`src/rtl/neoled_settings.svh`:
```
// register layout is fixed to one 32-bit control word and FIFO depth must be a power of two 1..32768
`ifndef NEOLED_SETTINGS_SVH
`define NEOLED_SETTINGS_SVH

// ----------------------------------------
`define NEOLED_FIFO_DEPTH    4      // default tx buffer entries

// control word bit positions
`define NEOLED_CTRL_EN       0      // module enable
`define NEOLED_CTRL_MODE     1      // 0 rgb, 1 rgbw
`define NEOLED_CTRL_STROBE   2      // data writes become strobes
`define NEOLED_CTRL_PRSC_LSB 3      // clkgen tap select
`define NEOLED_CTRL_BUFS_LSB 6      // log2 depth, read only
`define NEOLED_CTRL_TTOT_LSB 10     // ticks per bit period
`define NEOLED_CTRL_T0H_LSB  15     // high ticks for a zero
`define NEOLED_CTRL_T1H_LSB  20     // high ticks for a one
`define NEOLED_CTRL_IRQ_CONF 27     // irq condition select
`define NEOLED_CTRL_EMPTY    28     // status bits from here up
`define NEOLED_CTRL_HALF     29
`define NEOLED_CTRL_FULL     30
`define NEOLED_CTRL_BUSY     31

// ----------------------------------------
`define NEOLED_PRSC_W        3      // selects one of 8 clkgen_i taps
`define NEOLED_TIME_W        5      // timing fields
`define NEOLED_BITS_RGB      24
`define NEOLED_BITS_RGBW     32
`define NEOLED_STROBE_W      7      // strobe ends at all ones, 127 periods

`endif

```
`src/rtl/neoled_pkg.sv`:
```
// shared types of the transmitter; field widths come from the settings header
`default_nettype none
`include "neoled_settings.svh"

package neoled_pkg;

    // ----------------------------------------
    // writable control fields
    typedef struct packed {
        logic                      enable;    // off also flushes the fifo
        logic                      mode;      // 0 rgb 24 bit, 1 rgbw 32 bit
        logic                      strobe;    // tag for following data writes
        logic [`NEOLED_PRSC_W-1:0] prescaler; // clkgen_i bit used as tick
        logic                      irq_conf;  // 0 irq on empty, 1 on below half
        logic [`NEOLED_TIME_W-1:0] t_total;   // period is t_total+1 ticks
        logic [`NEOLED_TIME_W-1:0] t0_high;
        logic [`NEOLED_TIME_W-1:0] t1_high;
    } ctrl_t;

    // ----------------------------------------
    // one pixel word, bytes listed in wire order
    typedef union packed {
        struct packed {
            logic [7:0] pad;                  // ignored in rgb mode
            logic [7:0] c0;                   // first byte out
            logic [7:0] c1;
            logic [7:0] c2;
        } rgb;
        struct packed {
            logic [7:0] c0;                   // first byte out
            logic [7:0] c1;
            logic [7:0] c2;
            logic [7:0] c3;
        } rgbw;
    } led_word_u;

    typedef struct packed {
        logic      strobe;                    // send reset gap instead of data
        logic      mode;                      // word length of this entry
        led_word_u word;
    } fifo_entry_t;

    typedef enum logic [2:0] {IDLE, INIT, GETBIT, PULSE, STROBE} serial_state_e;

endpackage

`default_nettype wire

```
`src/rtl/neoled_if.sv`:
```
// internal links between register block, tx FIFO and serial engine; not meant for the top ports
`default_nettype none

// ----------------------------------------
// control fields out, engine status back
interface neoled_cfg_if;
    neoled_pkg::ctrl_t ctrl;        // live control register
    logic              busy;        // engine not in IDLE

    modport regs (
        output ctrl,
        input  busy
    );
    modport engine (
        input  ctrl,
        output busy
    );
endinterface

// ----------------------------------------
// FWFT buffer between host writes and engine
interface neoled_fifo_if;
    logic                    we;    // push, dropped when full
    logic                    re;    // pop head
    logic                    clear; // sync flush
    neoled_pkg::fifo_entry_t wdata;
    neoled_pkg::fifo_entry_t rdata; // always the head entry
    logic                    avail; // not empty
    logic                    free;  // not full
    logic                    half;  // at least half full

    modport writer (output we, wdata, clear, input free, half, avail);
    modport reader (output re, input rdata, avail);
    modport store  (input we, re, clear, wdata, output rdata, avail, free, half);
endinterface

`default_nettype wire

```
`src/rtl/neoled.sv`:
```
// top level with plain host port; only addr_i[2] is decoded, FIFO_DEPTH power of two 1..32768
`default_nettype none
`include "neoled_settings.svh"

module neoled #(
    parameter int FIFO_DEPTH = `NEOLED_FIFO_DEPTH
) (
    input  logic        clk_i,
    input  logic        rstn_i,
    input  logic [31:0] addr_i,
    input  logic        rden_i,
    input  logic        wren_i,
    input  logic [31:0] data_i,
    output logic [31:0] data_o,
    output logic        ack_o,
    output logic        clkgen_en_o,  // external prescaler on
    input  logic [7:0]  clkgen_i,     // prescaler taps
    output logic        irq_o,
    output logic        neoled_o      // serial pixel line
);
    neoled_cfg_if  u_cfg ();
    neoled_fifo_if u_fifo ();

    neoled_regs #(.FIFO_DEPTH(FIFO_DEPTH)) i_regs (
        .clk_i      (clk_i),
        .rstn_i     (rstn_i),
        .addr_i     (addr_i),
        .rden_i     (rden_i),
        .wren_i     (wren_i),
        .data_i     (data_i),
        .data_o     (data_o),
        .ack_o      (ack_o),
        .irq_o      (irq_o),
        .clkgen_en_o(clkgen_en_o),
        .cfg        (u_cfg.regs),
        .fifo       (u_fifo.writer)
    );

    neoled_tx_fifo #(.FIFO_DEPTH(FIFO_DEPTH)) i_fifo (
        .clk_i (clk_i),
        .rstn_i(rstn_i),
        .fifo  (u_fifo.store)
    );

    neoled_serial_tx i_serial (
        .clk_i   (clk_i),
        .rstn_i  (rstn_i),
        .clkgen_i(clkgen_i),
        .neoled_o(neoled_o),
        .cfg     (u_cfg.engine),
        .fifo    (u_fifo.reader)
    );

endmodule

`default_nettype wire

```
`src/rtl/neoled_regs.sv`:
```
// only addr_i[2] is decoded (0 control, 1 data); writes to a full FIFO are dropped silently
`default_nettype none
`include "neoled_settings.svh"

module neoled_regs #(
    parameter int FIFO_DEPTH = `NEOLED_FIFO_DEPTH  // power of two, 1..32768
) (
    input  logic          clk_i,
    input  logic          rstn_i,
    input  logic [31:0]   addr_i,
    input  logic          rden_i,
    input  logic          wren_i,
    input  logic [31:0]   data_i,
    output logic [31:0]   data_o,
    output logic          ack_o,
    output logic          irq_o,
    output logic          clkgen_en_o,
    neoled_cfg_if.regs    cfg,
    neoled_fifo_if.writer fifo
);
    localparam int BUFS_W = `NEOLED_CTRL_TTOT_LSB - `NEOLED_CTRL_BUFS_LSB;
    localparam logic [BUFS_W-1:0] DEPTH_LOG2 = BUFS_W'($clog2(FIFO_DEPTH));
    localparam logic IRQ_CONF_TIE = (FIFO_DEPTH == 1);  // single entry has no half level

    logic        ctrl_sel;  // word offset 0
    logic        irq_conf;  // effective irq condition
    logic [31:0] rd_word;   // control/status image

    assign ctrl_sel = ~addr_i[2];
    assign irq_conf = cfg.ctrl.irq_conf | IRQ_CONF_TIE;

    // control register ----------------------
    always_ff @(posedge clk_i or negedge rstn_i) begin
        if (!rstn_i) begin
            cfg.ctrl <= '0;
        end else if (wren_i && ctrl_sel) begin
            cfg.ctrl.enable    <= data_i[`NEOLED_CTRL_EN];
            cfg.ctrl.mode      <= data_i[`NEOLED_CTRL_MODE];
            cfg.ctrl.strobe    <= data_i[`NEOLED_CTRL_STROBE];
            cfg.ctrl.prescaler <= data_i[`NEOLED_CTRL_PRSC_LSB +: `NEOLED_PRSC_W];
            cfg.ctrl.irq_conf  <= data_i[`NEOLED_CTRL_IRQ_CONF];
            cfg.ctrl.t_total   <= data_i[`NEOLED_CTRL_TTOT_LSB +: `NEOLED_TIME_W];
            cfg.ctrl.t0_high   <= data_i[`NEOLED_CTRL_T0H_LSB +: `NEOLED_TIME_W];
            cfg.ctrl.t1_high   <= data_i[`NEOLED_CTRL_T1H_LSB +: `NEOLED_TIME_W];
        end
    end

    // readback image
    always_comb begin
        rd_word                                                = '0;
        rd_word[`NEOLED_CTRL_EN]                               = cfg.ctrl.enable;
        rd_word[`NEOLED_CTRL_MODE]                             = cfg.ctrl.mode;
        rd_word[`NEOLED_CTRL_STROBE]                           = cfg.ctrl.strobe;
        rd_word[`NEOLED_CTRL_PRSC_LSB +: `NEOLED_PRSC_W]       = cfg.ctrl.prescaler;
        rd_word[`NEOLED_CTRL_BUFS_LSB +: BUFS_W]               = DEPTH_LOG2;
        rd_word[`NEOLED_CTRL_TTOT_LSB +: `NEOLED_TIME_W]       = cfg.ctrl.t_total;
        rd_word[`NEOLED_CTRL_T0H_LSB +: `NEOLED_TIME_W]        = cfg.ctrl.t0_high;
        rd_word[`NEOLED_CTRL_T1H_LSB +: `NEOLED_TIME_W]        = cfg.ctrl.t1_high;
        rd_word[`NEOLED_CTRL_IRQ_CONF]                         = irq_conf;
        rd_word[`NEOLED_CTRL_EMPTY]                            = ~fifo.avail;
        rd_word[`NEOLED_CTRL_HALF]                             = fifo.half;
        rd_word[`NEOLED_CTRL_FULL]                             = ~fifo.free;
        rd_word[`NEOLED_CTRL_BUSY]                             = cfg.busy;
    end

    // bus response and interrupt -------------
    always_ff @(posedge clk_i or negedge rstn_i) begin
        if (!rstn_i) begin
            ack_o  <= 1'b0;
            data_o <= '0;
            irq_o  <= 1'b0;
        end else begin
            ack_o  <= wren_i | rden_i;                         // one cycle after any access
            data_o <= (rden_i && ctrl_sel) ? rd_word : '0;     // data offset reads as zero
            irq_o  <= cfg.ctrl.enable & (irq_conf ? ~fifo.half : ~fifo.avail);
        end
    end

    // FIFO side
    assign fifo.we     = wren_i & addr_i[2];
    assign fifo.wdata  = {cfg.ctrl.strobe, cfg.ctrl.mode, data_i};  // tag with current mode
    assign fifo.clear  = ~cfg.ctrl.enable;                          // flush while disabled
    assign clkgen_en_o = cfg.ctrl.enable;

endmodule

`default_nettype wire

```
`src/rtl/neoled_serial_tx.sv`:
```
// serial engine; tick is clkgen_i[prescaler] sampled one cycle late, timing fields apply live
`default_nettype none
`include "neoled_settings.svh"

module neoled_serial_tx (
    input  logic          clk_i,
    input  logic          rstn_i,
    input  logic [7:0]    clkgen_i,
    output logic          neoled_o,
    neoled_cfg_if.engine  cfg,
    neoled_fifo_if.reader fifo
);
    localparam int CNT_W = $clog2(`NEOLED_BITS_RGBW + 1);

    neoled_pkg::serial_state_e   state;
    neoled_pkg::fifo_entry_t     entry_q;     // popped head
    neoled_pkg::led_word_u       sreg;        // shifts left, msb first
    logic [CNT_W-1:0]            bit_cnt;     // bits still to send
    logic [`NEOLED_TIME_W-1:0]   t_high;      // high ticks of current bit
    logic [`NEOLED_TIME_W-1:0]   pulse_cnt;
    logic [`NEOLED_STROBE_W-1:0] strobe_cnt;  // low periods in a strobe
    logic                        tick;
    logic                        tx_out;
    logic                        tx_q;        // output stage
    logic                        next_bit;

    // msb of the active view, bit 23 or bit 31
    assign next_bit = entry_q.mode ? sreg.rgbw.c0[7] : sreg.rgb.c0[7];

    // ----------------------------------------
    // state machine
    always_ff @(posedge clk_i or negedge rstn_i) begin
        if (!rstn_i) begin
            state      <= neoled_pkg::IDLE;
            tick       <= 1'b0;
            tx_out     <= 1'b0;
            tx_q       <= 1'b0;
            pulse_cnt  <= '0;
            strobe_cnt <= '0;
        end else begin
            tick <= clkgen_i[cfg.ctrl.prescaler];           // one cycle late
            tx_q <= tx_out;
            if (!cfg.ctrl.enable) begin
                state  <= neoled_pkg::IDLE;
                tx_out <= 1'b0;
            end else begin
                case (state)
                    neoled_pkg::IDLE: begin
                        tx_out     <= 1'b0;
                        pulse_cnt  <= '0;
                        strobe_cnt <= '0;
                        if (fifo.avail) state <= neoled_pkg::INIT;  // pop this edge
                    end
                    neoled_pkg::INIT: begin
                        state <= entry_q.strobe ? neoled_pkg::STROBE : neoled_pkg::GETBIT;
                    end
                    neoled_pkg::GETBIT: begin
                        pulse_cnt <= '0;
                        if (bit_cnt == '0) begin            // word done
                            tx_out <= 1'b0;
                            state  <= neoled_pkg::IDLE;
                        end else begin
                            tx_out <= 1'b1;                 // every bit starts high
                            state  <= neoled_pkg::PULSE;
                        end
                    end
                    neoled_pkg::PULSE: begin
                        if (tick) begin
                            pulse_cnt <= pulse_cnt + 1'b1;
                            if (pulse_cnt == t_high) tx_out <= 1'b0;
                            if (pulse_cnt == cfg.ctrl.t_total) state <= neoled_pkg::GETBIT;
                        end
                    end
                    neoled_pkg::STROBE: begin
                        if (tick) begin
                            if (pulse_cnt == cfg.ctrl.t_total) begin
                                pulse_cnt  <= '0;
                                strobe_cnt <= strobe_cnt + 1'b1;
                            end else begin
                                pulse_cnt <= pulse_cnt + 1'b1;
                            end
                        end
                        if (&strobe_cnt) state <= neoled_pkg::IDLE;  // 127 periods
                    end
                    default: state <= neoled_pkg::IDLE;
                endcase
            end
        end
    end

    // ----------------------------------------
    // datapath
    always_ff @(posedge clk_i) begin
        if (fifo.re) entry_q <= fifo.rdata;
        case (state)
            neoled_pkg::INIT: begin
                sreg    <= entry_q.word;
                bit_cnt <= entry_q.mode ? CNT_W'(`NEOLED_BITS_RGBW) : CNT_W'(`NEOLED_BITS_RGB);
            end
            neoled_pkg::GETBIT: begin
                sreg    <= {sreg[30:0], 1'b0};
                bit_cnt <= bit_cnt - 1'b1;
                t_high  <= next_bit ? cfg.ctrl.t1_high : cfg.ctrl.t0_high;
            end
            default: begin
            end
        endcase
    end

    assign fifo.re  = (state == neoled_pkg::IDLE) & fifo.avail & cfg.ctrl.enable;
    assign cfg.busy = (state != neoled_pkg::IDLE);
    assign neoled_o = tx_q & cfg.ctrl.enable;               // forced low once disabled

endmodule

`default_nettype wire

```
`src/rtl/neoled_tx_fifo.sv`:
```
// first-word-fall-through buffer; FIFO_DEPTH must be a power of two 1..32768, writes when full are lost
`default_nettype none
`include "neoled_settings.svh"

module neoled_tx_fifo #(
    parameter int FIFO_DEPTH = `NEOLED_FIFO_DEPTH
) (
    input  logic         clk_i,
    input  logic         rstn_i,
    neoled_fifo_if.store fifo
);
    localparam int AW = $clog2(FIFO_DEPTH);
    localparam int IW = (AW > 0) ? AW : 1;              // index width, min 1
    localparam int PW = AW + 1;                         // extra wrap bit
    localparam logic [PW-1:0] DEPTH_P = PW'(FIFO_DEPTH);
    localparam logic [PW:0]   DEPTH_H = (PW + 1)'(FIFO_DEPTH);

    neoled_pkg::fifo_entry_t mem [FIFO_DEPTH];
    logic [PW-1:0] wptr;
    logic [PW-1:0] rptr;
    logic [PW-1:0] level;                               // entries held
    logic [IW-1:0] widx;
    logic [IW-1:0] ridx;
    logic          do_wr;
    logic          do_rd;

    assign level      = wptr - rptr;
    assign fifo.avail = (level != '0);
    assign fifo.free  = (level != DEPTH_P);
    assign fifo.half  = ({level, 1'b0} >= DEPTH_H);     // 2*level >= depth
    assign do_wr      = fifo.we & fifo.free;
    assign do_rd      = fifo.re & fifo.avail;
    assign widx       = (AW > 0) ? wptr[IW-1:0] : '0;
    assign ridx       = (AW > 0) ? rptr[IW-1:0] : '0;

    // pointers ------------------------------
    always_ff @(posedge clk_i or negedge rstn_i) begin
        if (!rstn_i) begin
            wptr <= '0;
            rptr <= '0;
        end else if (fifo.clear) begin
            wptr <= '0;
            rptr <= '0;
        end else begin
            if (do_wr) wptr <= wptr + 1'b1;
            if (do_rd) rptr <= rptr + 1'b1;
        end
    end

    // storage
    always_ff @(posedge clk_i) begin
        if (do_wr) mem[widx] <= fifo.wdata;
    end

    assign fifo.rdata = mem[ridx];                      // head shows without a read

endmodule

`default_nettype wire

```
`config.mk`:
```
export PLATFORM = sky130hd
export DESIGN_NAME = neoled
export DESIGN_NICKNAME = d
export VERILOG_FILES = /design/src/rtl/neoled_pkg.sv /design/src/rtl/neoled_if.sv /design/src/rtl/neoled.sv /design/src/rtl/neoled_regs.sv /design/src/rtl/neoled_serial_tx.sv /design/src/rtl/neoled_tx_fifo.sv
export VERILOG_INCLUDE_DIRS = /design/src /design/src/rtl
export SDC_FILE = /design/constraint.sdc
export NUM_CORES = 1
export LEC_CHECK = 0
export BUFFER_PORTS_ARGS = -buffer_cell sky130_fd_sc_hd__clkbuf_2
export CAP_MARGIN = 10
export CORE_ASPECT_RATIO = 0.5
export CORE_UTILIZATION = 30
export DETAILED_ROUTE_END_ITERATION = 16
export GPL_ROUTABILITY_DRIVEN = 0
export GPL_TIMING_DRIVEN = 0
export PLACE_DENSITY = 0.48
export SYNTH_ARGS = -nofsm -noshare
export SYNTH_HDL_FRONTEND = slang
export SYNTH_SLANG_ARGS = --single-unit
```
`constraint.sdc`:
```
create_clock -name clk_i -period 3.6 [get_ports clk_i]
set_input_delay 0.72 -clock clk_i [delete_from_list [all_inputs] [get_ports clk_i]]
set_output_delay 0.72 -clock clk_i [all_outputs]
set_load 0.05 [all_outputs]
```
==> flow_summary.yaml, run 1 <==
global_route:
  grt_max_degree: 62
  grt_pass1_wl_mm: 36.0
  grt_use_total_pct: 12.4
  gr-total-overflow: 0
  antenna_found_initial: 0
  first_global_vias: 5997
finish:
  fill_cells: 3402
  finalInstanceArea_sq_um: 13100
  final_cells: 1280
  areaGrowthSynthToFinish_pct: 17.7
  drive_above_1_share_pct: 26.3
  finalNetCount: 863
  n_antenna_cell: 0
clock_network:
  root_buffer: "clkbuf_16"
  cts_tree: "done"
  worstSkewPairLatency_ns: 0.54
  post_cts_buffers: 0
  cts.reportedPaths.clkPinSlew_ns: 0.06
  cts_buffer_depth: 3
  cts-htree-levels: 1
  cts_made_buffers: 27
  hold_buffers: 0
  post_cts_resized: 0
  cts_sinks: 288
job:
  drv_cap: 0
sta:
  finalSetupViolCount: 0
  layout_min_cycle_time_ns: 2.81
  slew_viol_final: 0
  holdWs_ns: 0.0761
  slew_headroom_pct: 28.1
  grt_setup_unrepaired: "no"
  worst_pin_slew_ns: 1.08
  fin_skew_ns: 0.00862
  layout_setup_ws_ns: 0.794
  hold_viol_final: 0
  fmax_mhz: 356
  fin_crit_sh_pct: 78.0
worst_setup_path:
  required_ns: 3.76
  cp-start-kind: "flop"
  path_max_fanout: 34
  arrival_ns: 2.96
  critPathCaptureType: "flop"
  critPathKind: "reg2reg"
pwr:
  total_power_mw: 9.28
  power_per_cell_area_nw_per_um2: 709
  ir_worst_vdd_mv: 0.253
  p_leak_nw: 4.88
min_path:
  hold_path.class: "in2async"
placed_design:
  dp_slack_ns: 0.651
  hpwlAfterDp_mm: 14.8
  port_buffers: 75
  dpl.cell_count: 1231
  place_area_sq_um: 12300
route:
  vias: 5717
  ant_nets: 0
  wl_per_cell_microns: 17.6
  drcViolationCount: 3
  wirelength_mm: 22.6
  drt_iter0_markers: 387
  drt_pass1_iterations: 12
  vias_per_cell: 4.47
die:
  dieArea_sq_um: 37900
  core-area_sq_um: 36200
  initial_utilization_pct: 30.7
  num_rows: 49
  die_w_microns: 274
  die-height_microns: 138
  io_pins: 112
run_status:
  status: "finished with violations"
  violations: "design-rule violations"
synthesis:
  synth_cells: 662
  synth_edf_count: 213
  synth_area_sq_um: 11100
  synthTopCellsByArea: "edfxtp_1 57%, dfrtp_1 17%, mux4_2 7.3%"
  yosysWarnings: 0
  synth_top_area_share_pct: 57.5
  synth_ff_type: "edfxtp_1"
  ys_seq_area_share_pct: 74.4
  syn_area_per_cell_sq_um: 16.8
  yosysTopAreaCell: "edfxtp_1"
  synth_seq_cells: 288
  ys_types: 48
  async_flop_share_pct: 26.0
placed cells by master, fill, tap and decap left out, types with 7 or more instances in the layout:
master	synthesis	final
mux4_2	36	36
dfrtp_1	75	75
clkbuf_1	15	22
xor2_1	10	10
and2_1	34	30
xnor2_1	13	13
nor2_1	18	17
nand2_1	106	106
a21oi_1	8	8
nand3_1	11	11
clkbuf_16	0	27
buf_2	7	7
o21ai_0	8	8
edfxtp_1	213	213
clkbuf_2	0	74
ha_1	10	10
mux2_2	29	29
inv_1	10	9
layer usage:
metal  up-vias  share of wire (%)  global-route usage (%)
met5         -                  0                       0
li1       2649                  -                       -
met1      2939                 46                    17.8
met2        95                 47                    19.5
met3        34                4.6                    2.54
met4         0                2.0                    2.89
registers in the layout (all words and copies together) (netlist names), 5 cells and up:
name / cells
i_serial.sreg: 32
i_serial.bit_cnt: 6
i_regs.cfg.ctrl: 20
i_fifo.mem: 136
i_serial.t_high: 5
i_serial.strobe_cnt: 7
i_regs.data_o: 27
i_serial.entry_q: 34
i_serial.pulse_cnt: 5
kinds of logic (layout without fill, tap and decap cells):
family,after synthesis,in the layout,share of synthesized area (%)
XOR/XNOR,24,24,2.01
flip-flops,288,288,74.4
AO/OA/AOI/OAI,32,32,1.82
multiplexers,66,66,10.3
adder cells (fa/ha/maj),11,11,1.30
AND/OR/NAND/NOR,200,200,8.51
buffers and inverters,40,170,1.63
other,1,5,0.0337
synth_stat cells (4+ instances only):
master	count
edfxtp_1	213
nand2_1	106
dfrtp_1	75
mux4_2	36
and2_1	34
mux2_2	29
nor2_1	18
clkbuf_1	15
xnor2_1	13
nand3_1	11
ha_1	10
inv_1	10
xor2_1	10
a21oi_1	8
o21ai_0	8
buf_2	7
buf_4	6
nand4_1	6
nor2b_1	6
nand2b_1	4
nor3_1	4
critical path, cell delays in order, from the launching register on:
cell	delay [ns]
dfrtp_1	0.37
inv_1	0.11
ha_1	0.21
fa_1	0.38
xnor3_1	0.26
nand3_1	0.25
nand2_1	0.16
inv_2	0.68
metrics by stage:
step	TNS (ns)	utilization, %
4_1_cts	0	36.1
3_3_place_gp	-31.55	33.5
5_1_grt	0	36.1
6_report	0	36.1
3_5_place_dp	0	33.8
2_1_floorplan	0	-
power by group:
group          total (mW)  internal, mW  switching, mW
combinational        1.95         0.739           1.22
sequential           4.62          4.40          0.222
clock                2.71          1.51           1.20
total                9.28          6.65           2.64
final cells by class:
class                   count  area, sq um  share of cell area [%]
inverters                  11         41.3                   0.315
well taps                 484          606                    4.63
plain buffers              29          140                    1.07
multi-input cells         338         2700                    20.6
clock inverters            12         83.8                   0.640
repair buffers             81          505                    3.86
clock buffers              37          743                    5.68
flip-flops and latches    288         8270                    63.2
final timing paths:
kind                                             to  cells past startpoint             from  slack, ns
worst max-delay path            i_serial.entry_q[7]                      7   i_fifo.wptr[0]       0.79
worst min-delay path              i_regs.data_o[21]                      1           rstn_i       0.08
worst max register to register  i_serial.entry_q[7]                      7   i_fifo.wptr[0]       0.79
worst min register to register        i_serial.tx_q                      0  i_serial.tx_out       0.39
max in group asynchronous       i_regs.cfg.ctrl[20]                      2           rstn_i       2.93
min in group clk_i                    i_serial.tx_q                      0  i_serial.tx_out       0.39
No activity file was read; power rests on OpenSTA's default activity.
==> inputs of run 2 (changes only) <==
--- a/config.mk
+++ b/config.mk
@@ -6,6 +6,7 @@
 export SDC_FILE = /design/constraint.sdc
 export NUM_CORES = 1
 export LEC_CHECK = 0
+export ABC_AREA = 1
 export BUFFER_PORTS_ARGS = -buffer_cell sky130_fd_sc_hd__clkbuf_2
 export CAP_MARGIN = 10
 export CORE_ASPECT_RATIO = 0.5
@@ -13,7 +14,7 @@
 export DETAILED_ROUTE_END_ITERATION = 16
 export GPL_ROUTABILITY_DRIVEN = 0
 export GPL_TIMING_DRIVEN = 0
-export PLACE_DENSITY = 0.48
+export PLACE_DENSITY = 0.5
 export SYNTH_ARGS = -nofsm -noshare
 export SYNTH_HDL_FRONTEND = slang
 export SYNTH_SLANG_ARGS = --single-unit
==> constraint.sdc (replaced) <==
create_clock -name clk_i -period 2.5 [get_ports clk_i]
set_input_delay 0.5 -clock clk_i [delete_from_list [all_inputs] [get_ports clk_i]]
set_output_delay 0.5 -clock clk_i [all_outputs]
set_load 0.05 [all_outputs]
==> flow_summary.yaml, run 2 <==
die:
  io_pins: 112
  num_rows: 49
  initial_utilization_pct: 31.1
  die-height_microns: 140
  die_w_microns: 277
  core-area_sq_um: 36600
  dieArea_sq_um: 38800
run_status:
  status: "complete, no violations"
synthesis:
  synthTopCellsByArea: "edfxtp_1 56%, dfrtp_1 16%, nand2_1 5.4%"
  yosysMostFrequentCell: "edfxtp_1"
  yosysWarnings: 0
  synth_top_area_share_pct: 56.2
  syn_area_per_cell_sq_um: 12.0
  synth_ff_type: "edfxtp_1"
  ys_seq_area_share_pct: 72.7
  async_flop_share_pct: 26.0
  ys_types: 34
  synth_seq_cells: 288
  synth_edf_count: 213
  yosysTopAreaCell: "edfxtp_1"
  synth_area_sq_um: 11400
  synth_cells: 951
  synth_common_cells: "213 x edfxtp_1, 163 x nand2_1, 150 x nor2_1"
sta:
  layout_min_cycle_time_ns: 2.40
  slew_viol_final: 0
  fmax_mhz: 417
  layout_setup_ws_ns: 0.102
  hold_viol_final: 0
  grt_setup_unrepaired: "no"
  finalSetupViolCount: 0
  slew_headroom_pct: 48.7
  fin_crit_sh_pct: 95.9
  worst_pin_slew_ns: 0.769
  tns_ns: 0
  fin_skew_ns: 0.0218
clock_network:
  cts.reportedPaths.clkPinSlew_ns: 0.06
  cts_made_buffers: 28
  cts_buffer_depth: 3
  cts_sinks: 288
  worstSkewPairLatency_ns: 0.56
  root_buffer: "clkbuf_16"
  cts_tree: "done"
  cts-htree-levels: 1
route:
  drt_iter0_markers: 540
  wl_per_cell_microns: 17.3
  ant_nets: 0
  drcViolationCount: 0
  wirelength_mm: 27.5
  vias: 7268
  drt_pass1_iterations: 4
  vias_per_cell: 4.59
worst_setup_path:
  crit_slowest_cell: "dfrtp_1"
  path_cells: "fa_1 > inv_1 > nand2_1 > nand2_1 > nand2_1 > nand3_1 > nand2_4 > nor2_4 > buf_16"
  slowest_delay_ns: 0.57
  r2r-end: "i_fifo.mem[2][3]"
  critPathKind: "reg2reg"
  critPathCaptureType: "flop"
  reg2reg_from: "i_fifo.rptr[1]"
  cp-start-kind: "flop"
  required_ns: 2.75
  ff2ff_setup_slack_ns: 0.10
  ff2ff_path_depth: 9
  arrival_ns: 2.65
  path_max_fanout: 17
  crit_path_frequent_cell: "nand2_1"
finish:
  finalNetCount: 1166
  reg_top3: "i_fifo.mem: 136 flops, i_serial.entry_q: 34 flops, i_serial.sreg: 32 flops"
  multi_input_area_sq_um: 2660
  fill_cells: 3531
  areaGrowthSynthToFinish_pct: 20.1
  layout_common_cells: "213 x edfxtp_1, 161 x nand2_1, 146 x nor2_1, 89 x o21ai_0, 75 x dfrtp_1"
  largest_register: "i_fifo.mem"
  final_common_cell: "edfxtp_1"
  largest_reg_flops: 136
  ff_latch_area_sq_um: 8270
  drive_above_1_share_pct: 17.2
  n_antenna_cell: 0
min_path:
  worstHoldStart: "data_i[30]"
  hold_path.class: "in2reg"
  hold_depth: 1
  hold_path_end: "i_fifo.mem[0][30]"
placed_design:
  hpwlAfterDp_mm: 17.8
  dp_slack_ns: -0.555
  port_buffers: 75
global_route:
  antenna_found_initial: 0
  grt_use_total_pct: 14.2
  grt_pass1_wl_mm: 42.1
  grt_max_degree: 65
  gr-total-overflow: 0
  first_global_vias: 7189
job:
  drv_cap: 0
pwr:
  power_per_cell_area_nw_per_um2: 1160
  ir_worst_vdd_mv: 0.484
  total_power_mw: 15.9
  p_leak_nw: 5.50
## run 2: final cells by class
type	instances	area share, %
Timing Repair inverter	1	0.0549
Sequential cell	288	60.5
Buffer	42	1.62
Tap cell	484	4.43
Multi-Input combinational cell	550	19.5
Clock inverter	15	1.23
Timing Repair Buffer	93	4.98
Clock buffer	37	5.59
Inverter	75	2.09
## run 2: through the flow
stage,instance area [sq um],cells,hold WS (ns),util (%)
5_1_grt,13700,1585,0.141,37.3
3_3_place_gp,12400,1514,0.368,33.8
4_1_cts,13600,1584,0.125,37.3
2_1_floorplan,11400,955,0.204,-
3_5_place_dp,12500,1520,0.371,34.3
6_report,13700,1585,0.149,37.3
## run 2: timing repair
action                                  CTS  global route
resized for setup                         2             2
buffers inserted                         10             1
hold buffers                              1             0
endpoints found under the setup margin  174           160
pin swaps                                 2             1
cloned                                    1             0
endpoints found under the hold margin    11             0
## run 2: worst max-delay path: cells and delay by family, from the launching register on
family / cells / cell delay [ns]
and+or+nand+nor: 6 / 0.71
adders and majority gates: 1 / 0.53
buffers and inverters: 2 / 0.28
DFF: 1 / 0.57
## run 2: per-layer routing
layer	part of all wire [%]	up-vias	track usage, %
li1	-	3498	-
met1	47	3588	19.9
met2	47	155	23.2
met3	4.7	27	2.37
met4	1.3	0	2.75
met5	0	-	0
## run 2: cells by family (layout without fill, tap and decap cells)
logic type,count (synthesis),count (layout),synth area share (%)
fa+ha+maj,11,11,1.28
buf+inv,117,263,4.42
flops,288,288,72.7
xor+xnor,13,13,1.00
compound gates,163,163,7.87
other cells,1,5,0.0330
simple gates,358,358,12.7
## run 2: worst max-delay path by stage
stage | startpoint | endpoint | slack, ns | cells past startpoint
floorplan | i_fifo.wptr[0] | i_fifo.mem[3][0] | -0.29 | 10
global placement | i_fifo.rptr[1] | i_fifo.mem[2][28] | -1.34 | 8
detailed placement | i_fifo.rptr[1] | i_serial.entry_q[23] | -0.56 | 9
CTS | i_fifo.wptr[0] | i_fifo.mem[2][3] | 0.02 | 11
global route | i_fifo.rptr[1] | i_fifo.mem[2][3] | 0.01 | 9
finish | i_fifo.rptr[1] | i_fifo.mem[2][3] | 0.10 | 9
## run 2: power by group
group	internal (mW)	leakage, nW	switching (mW)
Sequential	6.72	2.91	0.398
Combinational	1.35	2.14	3.17
Clock	2.47	0.452	1.80
==> inputs of run 3 (changes only) <==
--- a/config.mk
+++ b/config.mk
@@ -7,7 +7,7 @@
 export NUM_CORES = 1
 export LEC_CHECK = 0
 export ABC_AREA = 1
-export BUFFER_PORTS_ARGS = -buffer_cell sky130_fd_sc_hd__clkbuf_2
+export BUFFER_PORTS_ARGS = -buffer_cell sky130_fd_sc_hd__buf_2
 export CAP_MARGIN = 10
 export CORE_ASPECT_RATIO = 0.5
 export CORE_UTILIZATION = 30
==> flow_summary.yaml, run 3 (synthesis results as in run 2) <==
finish:
  largest_register: "i_fifo.mem"
  finalInstanceArea_sq_um: 13700
  areaGrowthSynthToFinish_pct: 20.1
  reg_top3: "i_fifo.mem: 136 flops, i_serial.entry_q: 34 flops, i_serial.sreg: 32 flops"
  finalNetCount: 1169
  drive_above_1_share_pct: 17.2
  layout_common_cells: "213 x edfxtp_1, 161 x nand2_1, 146 x nor2_1, 89 x o21ai_0, 79 x buf_2"
  n_antenna_cell: 0
  largest_reg_flops: 136
  final_common_cell: "edfxtp_1"
clock_network:
  cts_made_buffers: 28
  worstSkewPairLatency_ns: 0.57
  cts-htree-levels: 1
  cts.reportedPaths.clkPinSlew_ns: 0.06
  cts_buffer_depth: 3
  root_buffer: "clkbuf_16"
  cts_sinks: 288
  cts_tree: "done"
worst_setup_path:
  path_max_fanout: 10
  crit_path_frequent_cell: "nand2_1"
  path_cells: "fa_1 > inv_1 > nand2_1 > nand2_1 > nand2_1 > nand3_1 > nand2_4 > nor2_4 > buf_4"
  arrival_ns: 2.65
  crit_slowest_cell: "dfrtp_1"
  critPathKind: "reg2reg"
  cp-start-kind: "flop"
  critPathCaptureType: "flop"
  slowest_delay_ns: 0.58
  required_ns: 2.76
route:
  wirelength_mm: 27.2
  ant_nets: 0
  wl_per_cell_microns: 17.2
  drcViolationCount: 0
  drt_iter0_markers: 495
  vias: 7279
  drt_pass1_iterations: 5
  vias_per_cell: 4.58
pwr:
  power_per_cell_area_nw_per_um2: 1160
  ir_worst_vdd_mv: 0.498
  seq_power_share_pct: 44.9
  p_comb_share_pct: 28.4
  total_power_mw: 15.8
  intPower_mw: 10.5
  p_sw_share_pct: 33.8
  switchingPower_mw: 5.34
  p_leak_nw: 5.53
  p_clk_share_pct: 26.7
die:
  dieArea_sq_um: 38800
  core-area_sq_um: 36600
  io_pins: 112
  num_rows: 49
  die-height_microns: 140
  initial_utilization_pct: 31.1
  die_w_microns: 277
placed_design:
  place_area_sq_um: 12500
  port_buffers: 75
  dp_slack_ns: -0.525
  hpwlAfterDp_mm: 17.7
job:
  drv_cap: 0
global_route:
  grt_max_degree: 67
  grt_use_total_pct: 14.0
  grt_pass1_wl_mm: 41.8
  first_global_vias: 7084
  antenna_found_initial: 0
  gr-total-overflow: 0
sta:
  slew_viol_final: 0
  fin_crit_sh_pct: 95.6
  tns_ns: 0
  layout_min_cycle_time_ns: 2.39
  layout_setup_ws_ns: 0.110
  worst_pin_slew_ns: 0.769
  grt_setup_unrepaired: "no"
  fin_skew_ns: 0.0282
  slew_headroom_pct: 48.7
  hold_viol_final: 0
  fmax_mhz: 418
  finalSetupViolCount: 0
  holdWs_ns: 0.137
run_status:
  status: "complete, no violations"
min_path:
  hold_path.class: "in2reg"
## run 3: cell types whose count changed in the layout (fill, tap and decap cells not counted), moves of 3 or more
cell,before,now
clkbuf_2,74,0
buf_4,14,20
buf_2,5,79
clkinvlp_4,5,2
## run 3: worst paths after layout
path                                  from                      to  slack, ns  cells after the start
setup / recovery            i_fifo.rptr[1]        i_fifo.mem[2][9]       0.11                      9
hold reg to reg            i_serial.tx_out           i_serial.tx_q       0.39                      0
min in group asynchronous           rstn_i  i_serial.strobe_cnt[3]       0.34                      2
setup reg to reg            i_fifo.rptr[1]        i_fifo.mem[2][9]       0.11                      9
hold / removal                  data_i[31]       i_fifo.mem[0][31]       0.14                      1
max in group asynchronous           rstn_i      i_regs.cfg.ctrl[3]       1.59                      3
## run 3: cell type report
type | count | area [sq um]
buffer | 42 | 221
clock buffer | 43 | 837
clock inverter | 9 | 95.1
fill | 3498 | 22900
inverter | 75 | 285
multi-input combinational | 550 | 2660
sequential | 288 | 8270
tap | 484 | 606
timing repair buffer | 96 | 678
timing repair inverter | 1 | 7.51
## run 3: worst max-delay path, delay by kind of cell (launching register included)
kind                     cells  cell delay [ns]
AND/OR/NAND/NOR              6             0.69
flip-flops                   1             0.58
adder cells (fa/ha/maj)      1             0.53
buffers and inverters        2             0.29
## run 3: per-stage QoR
| stage | instances | utilization [%] |
|---|---|---|
| 6_report | 1588 | 37.3 |
| 2_1_floorplan | 955 | - |
| 4_1_cts | 1586 | 37.3 |
| 5_1_grt | 1588 | 37.3 |
| 3_5_place_dp | 1520 | 34.3 |
| 3_3_place_gp | 1514 | 33.8 |
## run 3: power groups by stage
stage | clock [mW] | sequential (mW) | combinational (mW)
floorplan | 0 | 7.29 | 2.58
global placement | 0 | 7.24 | 3.99
detailed placement | 0 | 7.22 | 4.23
CTS | 4.31 | 7.12 | 4.51
global route | 4.53 | 7.20 | 5.02
finish | 4.22 | 7.11 | 4.50
## run 3: layer usage
| metal | share of wire [%] | vias up | GRT usage (%) | wire length, microns |
|---|---|---|---|---|
| met5 | 0 | - | 0 | 0 |
| met4 | 1.5 | 0 | 3.19 | 402 |
| met3 | 4.1 | 33 | 2.22 | 1110 |
| met2 | 47 | 151 | 22.7 | 12800 |
| met1 | 47 | 3605 | 19.8 | 12900 |
| li1 | - | 3490 | - | - |
## run 3: what timing repair did
item                       in CTS  in global routing
resized for setup               2                  2
cloned                          1                  0
setup buffers                  12                  2
setup endpoints to repair     174                171
hold endpoints to repair        9                  0
pin swaps                       4                  1
hold buffers                    1                  0
